$ cat config.mk
export PLATFORM = sky130hd
export DESIGN_NAME = gb_sys_regs
export DESIGN_NICKNAME = d
export VERILOG_FILES = /design/src/hdl/gb_bus_pkg.sv /design/src/hdl/gb_sys_regs.sv
export SDC_FILE = /design/constraint.sdc
export NUM_CORES = 1
export LEC_CHECK = 0
export BUFFER_PORTS_ARGS = -buffer_cell sky130_fd_sc_hd__buf_2
export CAP_MARGIN = 5
export CORE_UTILIZATION = 24
export DETAILED_ROUTE_END_ITERATION = 12
export MAX_ROUTING_LAYER = met4
export PLACE_DENSITY = 0.53
export SLEW_MARGIN = 20
export SYNTH_ARGS = -nofsm -noshare
export SYNTH_HDL_FRONTEND = slang
export SYNTH_SLANG_ARGS = --single-unit
export TNS_END_PERCENT = 50
$ cat constraint.sdc
create_clock -name clk_sys -period 0.8 [get_ports clk_sys]
set_input_delay 0.12 -clock clk_sys [delete_from_list [all_inputs] [get_ports clk_sys]]
set_output_delay 0.12 -clock clk_sys [all_outputs]
set_load 0.05 [all_outputs]
$ cat src/hdl/gb_bus_pkg.sv
// system bus glue for the handheld console core
// shared widths, request and select structs, register map and irq vectors

package gb_bus_pkg;

	// ------------------------------------------------------------------
	// widths with a meaning
	// ------------------------------------------------------------------
	typedef logic [15:0] addr_t;     // cpu address
	typedef logic [7:0]  data_t;     // bus byte
	typedef logic [4:0]  irq_mask_t; // vblank, lcd, timer, serial, joypad
	typedef logic [2:0]  bank_t;     // wram bank 0..7

	// cpu side request, held by the cpu for the whole access
	typedef struct packed {
		addr_t addr;
		data_t wdata;
		logic  rd;    // level
		logic  wr;    // level, acted on at its rising edge
	} cpu_req_t;

	// one-hot decode of the current address
	typedef struct packed {
		logic sel_wram;  // c000-fdff incl. echo
		logic sel_zpram; // ff80-fffe
		logic sel_if;
		logic sel_ie;
		logic sel_joy;
		logic sel_key1;  // cgb only
		logic sel_svbk;  // cgb only
		logic sel_ff72;
		logic sel_ff73;
		logic sel_ff74;
		logic sel_ff75;
	} bus_sel_t;

	// ------------------------------------------------------------------
	// register map
	// ------------------------------------------------------------------
	localparam addr_t ADDR_JOY  = 16'hff00;
	localparam addr_t ADDR_IF   = 16'hff0f;
	localparam addr_t ADDR_KEY1 = 16'hff4d; // speed switch
	localparam addr_t ADDR_SVBK = 16'hff70; // wram bank
	localparam addr_t ADDR_FF72 = 16'hff72;
	localparam addr_t ADDR_FF73 = 16'hff73;
	localparam addr_t ADDR_FF74 = 16'hff74;
	localparam addr_t ADDR_FF75 = 16'hff75;
	localparam addr_t ADDR_IE   = 16'hffff;

	// rst vectors 40h, 48h, .. 60h, one step per flag
	localparam data_t VEC_BASE = 8'h40;
	localparam data_t VEC_STEP = 8'h08;

	localparam data_t OPEN_BUS = 8'hff; // nothing drives the bus

endpackage

$ cat src/hdl/gb_sys_regs.sv
// small system registers
// joypad select, KEY1 speed switch, SVBK bank and spare cgb regs

`timescale 1ns/100ps

module gb_sys_regs (
	input  logic                  clk_sys,
	input  logic                  reset_ss,
	input  gb_bus_pkg::bus_sel_t  sel,
	input  logic                  wr_stb,
	input  gb_bus_pkg::data_t     wdata,
	input  logic                  cpu_stop,  // stop instruction pulse
	output logic [1:0]            joy_p54,
	output logic                  speed,     // 1 = double speed
	output logic                  prepare,   // KEY1 bit 0
	output gb_bus_pkg::bank_t     wram_bank,
	output gb_bus_pkg::data_t     ff72_q,
	output gb_bus_pkg::data_t     ff73_q,
	output gb_bus_pkg::data_t     ff74_q,
	output logic [2:0]            ff75_q     // bits 6..4 only
);

	// ------------------------------------------------------------------
	// joypad select and speed switch
	// ------------------------------------------------------------------
	always_ff @(posedge clk_sys) begin
		if (reset_ss) begin
			joy_p54 <= 2'b00;
			speed   <= 1'b0;
			prepare <= 1'b0;
		end else begin
			if (wr_stb && sel.sel_joy)
				joy_p54 <= wdata[5:4]; // P15/P14 select lines
			if (wr_stb && sel.sel_key1)
				prepare <= wdata[0];

			// stop with prepare armed does the switch
			if (cpu_stop && prepare) begin
				speed   <= ~speed;
				prepare <= 1'b0;
			end
		end
	end

	// ------------------------------------------------------------------
	// wram bank
	// ------------------------------------------------------------------
	always_ff @(posedge clk_sys) begin
		if (reset_ss)
			wram_bank <= 3'd1;
		else if (wr_stb && sel.sel_svbk) begin
			if (wdata[2:0] == 3'd0)
				wram_bank <= 3'd1; // bank 0 not mappable at d000
			else
				wram_bank <= wdata[2:0];
		end
	end

	// ------------------------------------------------------------------
	// spare cgb registers
	// ------------------------------------------------------------------
	always_ff @(posedge clk_sys) begin
		if (reset_ss) begin
			ff72_q <= 8'h00;
			ff73_q <= 8'h00;
			ff74_q <= 8'h00;
			ff75_q <= 3'd0;
		end else if (wr_stb) begin
			if (sel.sel_ff72) ff72_q <= wdata;
			if (sel.sel_ff73) ff73_q <= wdata;
			if (sel.sel_ff74) ff74_q <= wdata;
			if (sel.sel_ff75) ff75_q <= wdata[6:4];
		end
	end

endmodule

==> run summary, run 1 <==
gr usage total -> 0.138
Tightest Pin Transition -> 0.299 ns
drt pass-1 iters -> 4
violated checks -> setup timing
share of layout cells above drive strength 1 -> 0.664
Crit Path Max Fanout -> 2
PortBufs -> 52
Flop pwr share -> 0.413
Ys Warns -> 0
die width -> 80.6 um
Setup CP Type -> reg2out
CP Data Arrival Time -> 0.80 ns
dpl cell area -> 1920 um2
Final Hold Viols -> 0
Die Span Y -> 80.6 um
period utilization -> 1.15
sum of buffers and inverters on the critical path -> 1
max_slew headroom -> 0.801
sequential share of the synthesized area -> 0.459
Final setup viols -> 37
reg2reg end -> prepare$_SDFFE_PP0P_
Critical Path Slowest Stage Cell -> dfxtp_2
WL final -> 4010 um
FF-to-FF path depth -> 2
largest family of logic cells by synthesized area -> compound AO/OA/AOI/OAI gates
metal3 WL -> 276 um
antenna viol nets, final -> 0
Reg2Reg Launch Point -> prepare$_SDFFE_PP0P_
#FFs+latches synth -> 34
Crit. End Element -> primary output
CTS Root Cell -> clkbuf_8
first-pass GRT wire length -> 6400 um
Startpoint Class -> flop
cells along the critical path -> buf_8
Sw Share -> 0.288
leakage dissipation -> 0.962 nW
net switching power -> 1.27 mW
Cell Int Power -> 3.13 mW
synth unique cells -> 16
Clock Skew -> 0.0000348 ns
RSZ-0062 raised after global routing -> yes
row count -> 28
CTS tree -> done
Peak Freq -> 1080 MHz
run status -> finished with violations
CP top delay family -> flip-flops
hold buffer count at cts -> 0
hold endpoint -> prepare$_SDFFE_PP0P_
clock tree buffer depth -> 2
Mapped Cells -> 154
Largest stage delay, worst path -> 0.36 ns
Starting Density -> 0.250
# H-tree levels -> 2
Core ar. -> 5920 um2
Peak VDD IR -> 0.682 mV
average routed wire per standard cell -> 14.0 um
hold depth -> 2
vias in the first global route -> 1298
Clock Sinks -> 34
area grow syn2layout -> 64.4%
initial antenna violation count -> 0
Final min period -> 0.922 ns
die area -> 6490 um2
setup TNS -> -3.53 ns
Worst Hold Class -> in2reg
clock buffer count from CTS -> 5
DR vias/cell -> 4.78
adder-cell share of the synthesized area -> 0
WL met1 -> 1890 um
mux cell area share after synthesis -> 0
post-synthesis compound-gate area fraction -> 0.355
final instance area -> 2440 um2
clock share of power -> 0.376
drc violations -> 0
post-DP HPWL -> 2840 um
Reg2Reg Setup Slack -> -0.04 ns
Mapped Area -> 1480 um2
Layout Nets -> 233
Final Max Slew Viols -> 0
# Max-Cap Violations -> 0
Iter 0 DRT Violations -> 69
largest net degree at the start of global routing -> 19
worst setup margin -> -0.122 ns
highest routing layer actually used -> met4
worst hold slack -> 0.0399 ns
Post-Syn Area per Cell -> 9.62 um2
Crit path required time -> 0.68 ns
Syn Nets -> 177
metal2 WL -> 1810 um
# diodes -> 0
overflow left after global routing -> 0
post-synthesis xor/xnor area fraction -> 0
Ports -> 57
Worst-Skew Late Latency -> 0.29 ns
PwrDens -> 1800 nW/um2
via count -> 1366
clock transition at the registers of the reported paths -> 0.08 ns
Hold Startpoint -> cpu_stop
RePlAce Congestion -> 0.689
Post-Synth Simple-Gate Area -> 0.122
Comb power frac -> 0.211
[per-stage QoR]
step / power, mW / cells / utilization / setup slack (ns)
final: 4.39 / 286 / 0.411 / -0.122
after global routing: 4.60 / 286 / 0.411 / -0.157
after CTS: 4.40 / 284 / 0.398 / -0.131
after detailed placement: 2.58 / 275 / 0.324 / -0.128
after global placement: 2.58 / 275 / 0.324 / -0.106
after floorplan: 2.36 / 154 / - / -0.135
[how the worst max path moves through the flow]
stage	start	end	slack, ns	depth (start not counted)
finish	wram_bank[2]$_SDFFE_PP0P_	wram_bank[2]	-0.12	1
global route	prepare$_SDFFE_PP0P_	prepare	-0.16	1
CTS	ff74_q[6]$_SDFFE_PP0P_	ff74_q[6]	-0.13	1
detailed placement	wr_stb	prepare$_SDFFE_PP0P_	-0.13	4
global placement	wr_stb	prepare$_SDFFE_PP0P_	-0.11	4
floorplan	prepare$_SDFFE_PP0P_	prepare$_SDFFE_PP0P_	-0.14	2
[cells by family (layout without fill, tap and decap cells)]
| family | Yosys count | in the layout |
|---|---|---|
| AO/OA/AOI/OAI | 68 | 68 |
| AND/OR/NAND/NOR | 35 | 35 |
| buffers and inverters | 17 | 74 |
| flip-flops | 34 | 34 |
[what timing repair did]
item / CTS / global route
buffers inserted: 1 / 2
gates resized for setup: 93 / 17
pin swaps: 0 / 1
setup endpoints to repair: 35 / 43
[power groups by stage]
stage	clock network [mW]	registers (mW)	logic, mW
2_1_floorplan	0	2.09	0.263
3_3_place_gp	0	1.83	0.749
3_5_place_dp	0	1.82	0.755
4_1_cts	1.69	1.82	0.895
5_1_grt	1.79	1.83	0.984
6_report	1.65	1.81	0.926
[synthesized netlist by cell type (all sizes together)]
cell type,count,area share
a21bo,33,0.22
a21oi,32,0.11
nand3,32,0.11
nand2,1,0.0025
o41a,1,0.0076
a221oi,1,0.010
buf,12,0.052
clkbuf,5,0.013
dfxtp,34,0.46
nor2,1,0.0025
nand3b,1,0.0051
a211o,1,0.0059
[routing by layer]
layer / track usage / up-vias
met1: 0.175 / 650
met4: 0.0482 / 0
met5: - / -
met2: 0.201 / 42
li1: - / 670
met3: 0.0477 / 4
[layout by cell type, fill, tap and decap left out]
cell       synthesis  final
nand3b_1           1      1
a21bo_1           12     12
clkinv_1           0      1
nand2_1            1      1
buf_8              0     32
o41a_1             1      1
buf_6              1      2
dfxtp_4            0     17
clkbuf_16          0      2
dfxtp_2            0     17
nand3_2            1      1
clkbuf_8           0      5
nand3_1           31     31
a221oi_2           1      1
a21oi_1           32     22
buf_2              7     18
nor2_1             1      1
buf_12             0      1
a21bo_2           21     21
a21oi_2            0     10
a211o_1            1      1
buf_4              4     13
[final cells by class]
type | instances | area (um2)
fill | 596 | 3480
timing repair buffer | 66 | 711
multi-input combinational | 103 | 743
sequential | 34 | 766
clock buffer | 7 | 119
tap | 75 | 93.8
clock inverter | 1 | 3.75
[flip-flops by register name (all words and copies together) (netlist names)]
signal     flops
speed          1
ff74_q         8
ff73_q         8
ff75_q         3
prepare        1
ff72_q         8
joy_p54        2
wram_bank      3
Power figures use the tool's default switching activity.
==> run 2: changes to the inputs <==
--- a/config.mk
+++ b/config.mk
@@ -6,11 +6,9 @@
 export NUM_CORES = 1
 export LEC_CHECK = 0
 export BUFFER_PORTS_ARGS = -buffer_cell sky130_fd_sc_hd__buf_2
-export CAP_MARGIN = 5
 export CORE_UTILIZATION = 24
 export DETAILED_ROUTE_END_ITERATION = 12
 export MAX_ROUTING_LAYER = met4
-export PLACE_DENSITY = 0.53
 export SLEW_MARGIN = 20
 export SYNTH_ARGS = -nofsm -noshare
 export SYNTH_HDL_FRONTEND = slang
==> run summary, run 2 (synthesis results as in run 1) <==
row count -> 28 (unchanged)
# fillers -> 591 (was 596)
CP Data Arrival Time -> 0.81 ns (was 0.80 ns)
share of layout cells above drive strength 1 -> 0.652 (was 0.664)
WL final -> 4030 um (was 4010 um)
CTS Root Cell -> clkbuf_8 (unchanged)
Worst Hold Class -> in2reg (unchanged)
Peak Freq -> 1070 MHz (was 1080 MHz)
drt pass-1 iters -> 4 (unchanged)
Peak VDD IR -> 1.01 mV (was 0.682 mV)
Starting Density -> 0.250 (unchanged)
Crit. End Element -> primary output (unchanged)
Clock Sinks -> 34 (unchanged)
average routed wire per standard cell -> 14.2 um (was 14.0 um)
commonest non-fill, non-tap cell in the layout -> nand3_1 (was buf_8)
via count -> 1325 (was 1366)
Clock Skew -> 0.000324 ns (was 0.0000348 ns)
worst setup margin -> -0.133 ns (was -0.122 ns)
DR vias/cell -> 4.65 (was 4.78)
max_slew headroom -> 0.797 (was 0.801)
CTS tree -> done (unchanged)
hold depth -> 2 (unchanged)
Final Hold Viols -> 0 (unchanged)
hold endpoint -> prepare$_SDFFE_PP0P_ (unchanged)
PortBufs -> 52 (unchanged)
die area -> 6490 um2 (unchanged)
post-DP HPWL -> 2820 um (was 2840 um)
Final min period -> 0.933 ns (was 0.922 ns)
violated checks -> setup timing (unchanged)
antenna viol nets, final -> 0 (unchanged)
Tightest Pin Transition -> 0.305 ns (was 0.299 ns)
first-pass GRT wire length -> 6240 um (was 6400 um)
FF-to-FF path depth -> 2 (unchanged)
total power -> 4.07 mW (was 4.39 mW)
# diodes -> 0 (unchanged)
Crit Path Max Fanout -> 4 (was 2)
Core ar. -> 5920 um2 (unchanged)
period utilization -> 1.17 (was 1.15)
Final Max Slew Viols -> 0 (unchanged)
Ports -> 57 (unchanged)
initial antenna violation count -> 0 (unchanged)
Die Span Y -> 80.6 um (unchanged)
Hold Startpoint -> cpu_stop (unchanged)
overflow left after global routing -> 0 (unchanged)
gr usage total -> 0.136 (was 0.138)
PwrDens -> 1720 nW/um2 (was 1800 nW/um2)
Setup CP Type -> reg2out (unchanged)
worst hold slack -> 0.0325 ns (was 0.0399 ns)
vias in the first global route -> 1232 (was 1298)
Largest stage delay, worst path -> 0.38 ns (was 0.36 ns)
Regs by FF count -> ff72_q (8), ff73_q (8), ff74_q (8) (unchanged)
Worst-Skew Late Latency -> 0.29 ns (about the same)
leakage dissipation -> 0.939 nW (was 0.962 nW)
clock buffer count from CTS -> 5 (unchanged)
CP top delay family -> flip-flops (unchanged)
clock tree buffer depth -> 2 (unchanged)
Layout Nets -> 232 (was 233)
# H-tree levels -> 2 (unchanged)
RSZ-0062 raised after global routing -> yes (unchanged)
# Max-Cap Violations -> 0 (unchanged)
clock transition at the registers of the reported paths -> 0.08 ns (about the same)
Finished Layout Cells -> 285 (was 286)
largest net degree at the start of global routing -> 18 (was 19)
Reg2Reg Setup Slack -> -0.06 ns (was -0.04 ns)
drc violations -> 0 (unchanged)
Cells after DPL -> 274 (was 275)
RePlAce Congestion -> 0.708 (was 0.689)
cells along the critical path -> buf_8 (unchanged)
Reg2Reg Launch Point -> prepare$_SDFFE_PP0P_ (unchanged)
Crit path required time -> 0.68 ns (about the same)
die width -> 80.6 um (unchanged)
Iter 0 DRT Violations -> 64 (was 69)
reg2reg end -> prepare$_SDFFE_PP0P_ (unchanged)
Final setup viols -> 37 (unchanged)
most frequent cells in the layout -> nand3_1 (31), buf_8 (30), a21oi_1 (25) (was buf_8 (32), nand3_1 (31), a21oi_1 (22))
Startpoint Class -> flop (unchanged)
sum of buffers and inverters on the critical path -> 1 (unchanged)
area grow syn2layout -> 59.9% (was 64.4%)
run status -> finished with violations (unchanged)
Critical Path Slowest Stage Cell -> dfxtp_4 (was dfxtp_2)
run 2: changes by cell type in the layout (fill, tap and decap cells not counted), sizes merged:
cell,delta
buf,-1
clkbuf,-1
inv,+1
run 2: power by group:
part	switching [mW]	internal, mW	total, mW	leakage (nW)
clock network	0.659	0.694	1.35	0.0515
logic	0.528	0.380	0.908	0.591
registers	0.0645	1.75	1.81	0.297
run 2: worst max-delay path by stage:
stage                                     from                       to  slack (ns)  cells past startpoint
after floorplan           prepare$_SDFFE_PP0P_     prepare$_SDFFE_PP0P_       -0.14                      2
after global placement                  wr_stb     prepare$_SDFFE_PP0P_       -0.08                      4
after detailed placement                wr_stb  joy_p54[1]$_SDFFE_PP0P_       -0.11                      4
after CTS                 prepare$_SDFFE_PP0P_                  prepare       -0.14                      1
after global routing      prepare$_SDFFE_PP0P_                  prepare       -0.17                      1
final                     prepare$_SDFFE_PP0P_                  prepare       -0.13                      1
run 2: through the flow:
step           setup TNS (ns)  utilization  area (um2)  worst slack (ns)
2_1_floorplan           -1.88            -        1570            -0.135
3_3_place_gp            -1.31        0.321        1900           -0.0794
3_5_place_dp            -1.73        0.321        1900            -0.111
4_1_cts                 -3.98        0.393        2330            -0.143
5_1_grt                 -4.67        0.400        2370            -0.167
6_report                -3.61        0.400        2370            -0.133
run 2: repair_timing:
item	4_1_cts	5_1_grt
resized for setup	96	9
hold buffers	0	0
pin swaps	0	2
endpoints found under the setup margin	35	41
buffers inserted	2	1
hold endpoints to repair	0	0
run 2: routing by layer:
| metal | global-route usage | wire, um | vias up |
|---|---|---|---|
| met3 | 0.0500 | 259 | 5 |
| met4 | 0.0589 | 64 | 0 |
| met5 | - | 0 | - |
| met1 | 0.161 | 1790 | 620 |
| li1 | - | - | 662 |
| met2 | 0.206 | 1920 | 38 |
run 2: worst reg2reg max path: cells and delay by family, from the launching register on:
kind | cells | cell delay [ns]
compound gates | 2 | 0.40
flops | 1 | 0.38
run 2: final cells by class:
type | count | area [um2] | area share
flip-flops and latches | 34 | 766 | 0.323
clock inverters | 2 | 11.3 | 0.00475
multi-input cells | 103 | 732 | 0.309
clock buffers | 6 | 82.6 | 0.0349
repair buffers | 65 | 683 | 0.288
well taps | 75 | 93.8 | 0.0396
==> run 3: changes to the inputs <==
--- a/config.mk
+++ b/config.mk
@@ -5,10 +5,12 @@
 export SDC_FILE = /design/constraint.sdc
 export NUM_CORES = 1
 export LEC_CHECK = 0
+export ABC_AREA = 1
 export BUFFER_PORTS_ARGS = -buffer_cell sky130_fd_sc_hd__buf_2
 export CORE_UTILIZATION = 24
 export DETAILED_ROUTE_END_ITERATION = 12
 export MAX_ROUTING_LAYER = met4
+export SKIP_LAST_GASP = 1
 export SLEW_MARGIN = 20
 export SYNTH_ARGS = -nofsm -noshare
 export SYNTH_HDL_FRONTEND = slang
==> constraint.sdc (replaced) <==
create_clock -name clk_sys -period 0.92 [get_ports clk_sys]
set_input_delay 0.138 -clock clk_sys [delete_from_list [all_inputs] [get_ports clk_sys]]
set_output_delay 0.138 -clock clk_sys [all_outputs]
set_load 0.05 [all_outputs]
==> run summary, run 3 <==
Setup CP Type -> reg2out (unchanged)
Clock Skew -> 0.0000973 ns (was 0.000324 ns)
largest net degree at the start of global routing -> 30 (was 18)
Layout Nets -> 251 (was 232)
Largest stage delay, worst path -> 0.34 ns (was 0.38 ns)
overflow left after global routing -> 0 (unchanged)
post-DP HPWL -> 2530 um (was 2820 um)
mux cell area share after synthesis -> 0 (unchanged)
#FFs+latches synth -> 34 (unchanged)
commonest non-fill, non-tap cell in the layout -> nand2_1 (was nand3_1)
Mapped Cells -> 164 (was 154)
Reg2Reg Launch Point -> prepare$_SDFFE_PP0P_ (unchanged)
max_slew headroom -> 0.818 (was 0.797)
count leader, synth -> nand2_1 (was dfxtp_1)
Hold Startpoint -> cpu_stop (unchanged)
Clock Sinks -> 34 (unchanged)
synth unique cells -> 10 (was 16)
run status -> finished with violations (unchanged)
cells along the critical path -> buf_6 (was buf_8)
hold depth -> 4 (was 2)
post-synthesis xor/xnor area fraction -> 0 (unchanged)
sequential share of the synthesized area -> 0.523 (was 0.459)
Ports -> 57 (unchanged)
CP top delay family -> flip-flops (unchanged)
number of synthesized flops with an enable pin -> 0 (unchanged)
row count -> 26 (was 28)
share of layout cells above drive strength 1 -> 0.463 (was 0.652)
Worst Hold Class -> in2reg (unchanged)
Critical Path Slowest Stage Cell -> dfxtp_1 (was dfxtp_4)
Peak VDD IR -> 0.867 mV (was 1.01 mV)
FF-to-FF path depth -> 3 (was 2)
clock transition at the registers of the reported paths -> 0.07 ns (was 0.08 ns)
leakage dissipation -> 0.894 nW (was 0.939 nW)
Worst-Skew Late Latency -> 0.28 ns (was 0.29 ns)
drt pass-1 iters -> 4 (unchanged)
RSZ-0062 raised after global routing -> yes (unchanged)
hold buffer count at cts -> 0 (unchanged)
CP Data Arrival Time -> 0.78 ns (was 0.81 ns)
Startpoint Class -> flop (unchanged)
Crit. End Element -> primary output (unchanged)
initial antenna violation count -> 0 (unchanged)
# H-tree levels -> 2 (unchanged)
antenna viol nets, final -> 0 (unchanged)
Peak Freq -> 1090 MHz
violated checks -> setup timing (unchanged)
# diodes -> 0 (unchanged)
period utilization -> 1.00
Synth Flop Type -> dfxtp_1 (unchanged)
Final Max Slew Viols -> 0 (unchanged)
die width -> 75.7 um (was 80.6 um)
setup TNS -> -0.00309 ns (was -3.61 ns)
hold endpoint -> prepare$_SDFFE_PP0P_ (unchanged)
Core ar. -> 5170 um2 (was 5920 um2)
dpl cell area -> 1650 um2 (was 1900 um2)
Final min period -> 0.921 ns
PwrDens -> 1640 nW/um2 (was 1720 nW/um2)
RePlAce Congestion -> 0.814 (was 0.708)
Iter 0 DRT Violations -> 89 (was 64)
worst setup margin -> -0.00142 ns (was -0.133 ns)
clock tree buffer depth -> 2 (unchanged)
post-synthesis compound-gate area fraction -> 0.127 (was 0.355)
DR vias/cell -> 4.43 (was 4.65)
Reg2Reg Setup Slack -> 0.14 ns (was -0.06 ns)
area grow syn2layout -> 61.1% (was 59.9%)
Final Hold Viols -> 0 (unchanged)
# Max-Cap Violations -> 0 (unchanged)
gr usage total -> 0.145 (was 0.136)
final instance area -> 2100 um2 (was 2370 um2)
WL final -> 3600 um (was 4030 um)
Post-synth top cells -> nand2_1 (46), dfxtp_1 (34), a21oi_1 (32), nand3_1 (31), buf_6 (7) (was dfxtp_1 (34), a21oi_1 (32), nand3_1 (31), a21bo_2 (21), a21bo_1 (12))
CTS tree -> done (unchanged)
Die Span Y -> 75.7 um (was 80.6 um)
most frequent cells in the layout -> nand2_1 (46), a21oi_1 (32), nand3_1 (31), dfxtp_2 (31), buf_2 (18) (was nand3_1 (31), buf_8 (30), a21oi_1 (25))
share of the synthesized area in the top cell type -> 0.523 (was 0.459)
vias in the first global route -> 1223 (was 1232)
dominant cell type by area after synthesis -> dfxtp_1 (unchanged)
Post-Synth Simple-Gate Area -> 0.266 (was 0.122)
PortBufs -> 52 (unchanged)
reg2reg end -> speed$_SDFFE_PP0P_ (was prepare$_SDFFE_PP0P_)
die area -> 5730 um2 (was 6490 um2)
adder-cell share of the synthesized area -> 0 (unchanged)
top cells by area, synth -> dfxtp_1 (52%), nand2_1 (13%), a21oi_1 (12%), nand3_1 (12%), buf_6 (6.1%) (was dfxtp_1 (46%), a21bo_2 (14%), a21oi_1 (11%), nand3_1 (10%), a21bo_1 (8.1%))
average routed wire per standard cell -> 12.1 um (was 14.2 um)
Mapped Area -> 1300 um2 (was 1480 um2)
Regs by FF count -> ff72_q (8), ff73_q (8), ff74_q (8) (unchanged)
via count -> 1316 (was 1325)
Crit Path Max Fanout -> 2 (was 4)
Crit path required time -> 0.78 ns (was 0.68 ns)
Starting Density -> 0.252 (was 0.250)
first-pass GRT wire length -> 5800 um (was 6240 um)
drc violations -> 0 (unchanged)
Ys Warns -> 0 (unchanged)
Post-Syn Area per Cell -> 7.94 um2 (was 9.62 um2)
clock buffer count from CTS -> 5 (unchanged)
Tightest Pin Transition -> 0.273 ns (was 0.305 ns)
Final setup viols -> 3 (was 37)
CTS Root Cell -> clkbuf_8 (unchanged)
largest family of logic cells by synthesized area -> simple AND/OR/NAND/NOR gates (was compound AO/OA/AOI/OAI gates)
Syn Nets -> 187 (was 177)
sum of buffers and inverters on the critical path -> 1 (unchanged)
ys async rst share -> 0 (unchanged)
-- run 3: cell types whose count changed after synthesis, moves of 3 or more --
cell / previous run / this run
nor2_1: 1 / 5
nand2_1: 1 / 46
buf_2: 7 / 1
inv_1: 0 / 5
a21bo_2: 21 / 0
buf_4: 4 / 0
clkbuf_1: 5 / 2
buf_6: 1 / 7
a21bo_1: 12 / 0
-- run 3: final cells by class --
type | count | area (um2)
Sequential cell | 34 | 723
Timing Repair Buffer | 67 | 674
Tap cell | 70 | 87.6
Inverter | 5 | 18.8
Fill cell | 542 | 3070
Clock buffer | 6 | 82.6
Multi-Input combinational cell | 115 | 512
-- run 3: worst register-to-register path: cells and delay by family, from the launching register on --
kind | cells | cell delay, ns
DFF | 1 | 0.35
buffers and inverters | 1 | 0.14
AOI/OAI and AO/OA | 1 | 0.12
and+or+nand+nor | 1 | 0.06
-- run 3: what timing repair did --
action / CTS / global route
setup buffers: 3 / 4
gates resized for setup: 87 / 29
pin swaps: 0 / 0
endpoints found under the setup margin: 34 / 34
-- run 3: cell families after synthesis --
logic type,count (synthesis)
AOI/OAI and AO/OA,33
buffers and inverters,15
DFF,34
and+or+nand+nor,82
-- run 3: metal layers --
| metal | wire (um) | up-vias | track usage |
|---|---|---|---|
| li1 | - | 672 | - |
| met1 | 1680 | 599 | 0.184 |
| met2 | 1690 | 40 | 0.222 |
| met3 | 185 | 5 | 0.0357 |
| met4 | 40 | 0 | 0.0556 |
| met5 | 0 | - | - |
-- run 3: worst max-delay path by stage --
| stage | depth (start not counted) | to | slack [ns] | from |
|---|---|---|---|---|
| finish | 1 | ff75_q[1] | -0.001 | ff75_q[1]$_SDFFE_PP0P_ |
| global route | 1 | speed | -0.04 | speed$_SDFFE_PP0P_ |
| CTS | 1 | joy_p54[1] | -0.02 | joy_p54[1]$_SDFFE_PP0P_ |
| detailed placement | 5 | ff73_q[5]$_SDFFE_PP0P_ | -0.02 | wr_stb |
| global placement | 5 | ff73_q[5]$_SDFFE_PP0P_ | -0.008 | wr_stb |
| floorplan | 4 | wram_bank[1]$_SDFFE_PP0P_ | 0.002 | wram_bank[1]$_SDFFE_PP0P_ |
-- run 3: report_power, final --
part	internal, mW	switching, mW	total, mW
clock network	0.577	0.506	1.08
logic	0.291	0.452	0.743
registers	1.55	0.0552	1.61
total	2.42	1.01	3.44
-- run 3: metrics by stage --
step | hold WS (ns) | cells | power (mW) | utilization | setup WS [ns]
floorplan | 0.273 | 164 | 2.04 | - | 0.00241
global placement | 0.405 | 284 | 2.22 | 0.318 | -0.00814
detailed placement | 0.409 | 284 | 2.23 | 0.318 | -0.0183
CTS | 0.115 | 293 | 3.44 | 0.386 | -0.0216
global route | 0.123 | 297 | 3.63 | 0.406 | -0.0358
finish | 0.124 | 297 | 3.44 | 0.406 | -0.00142
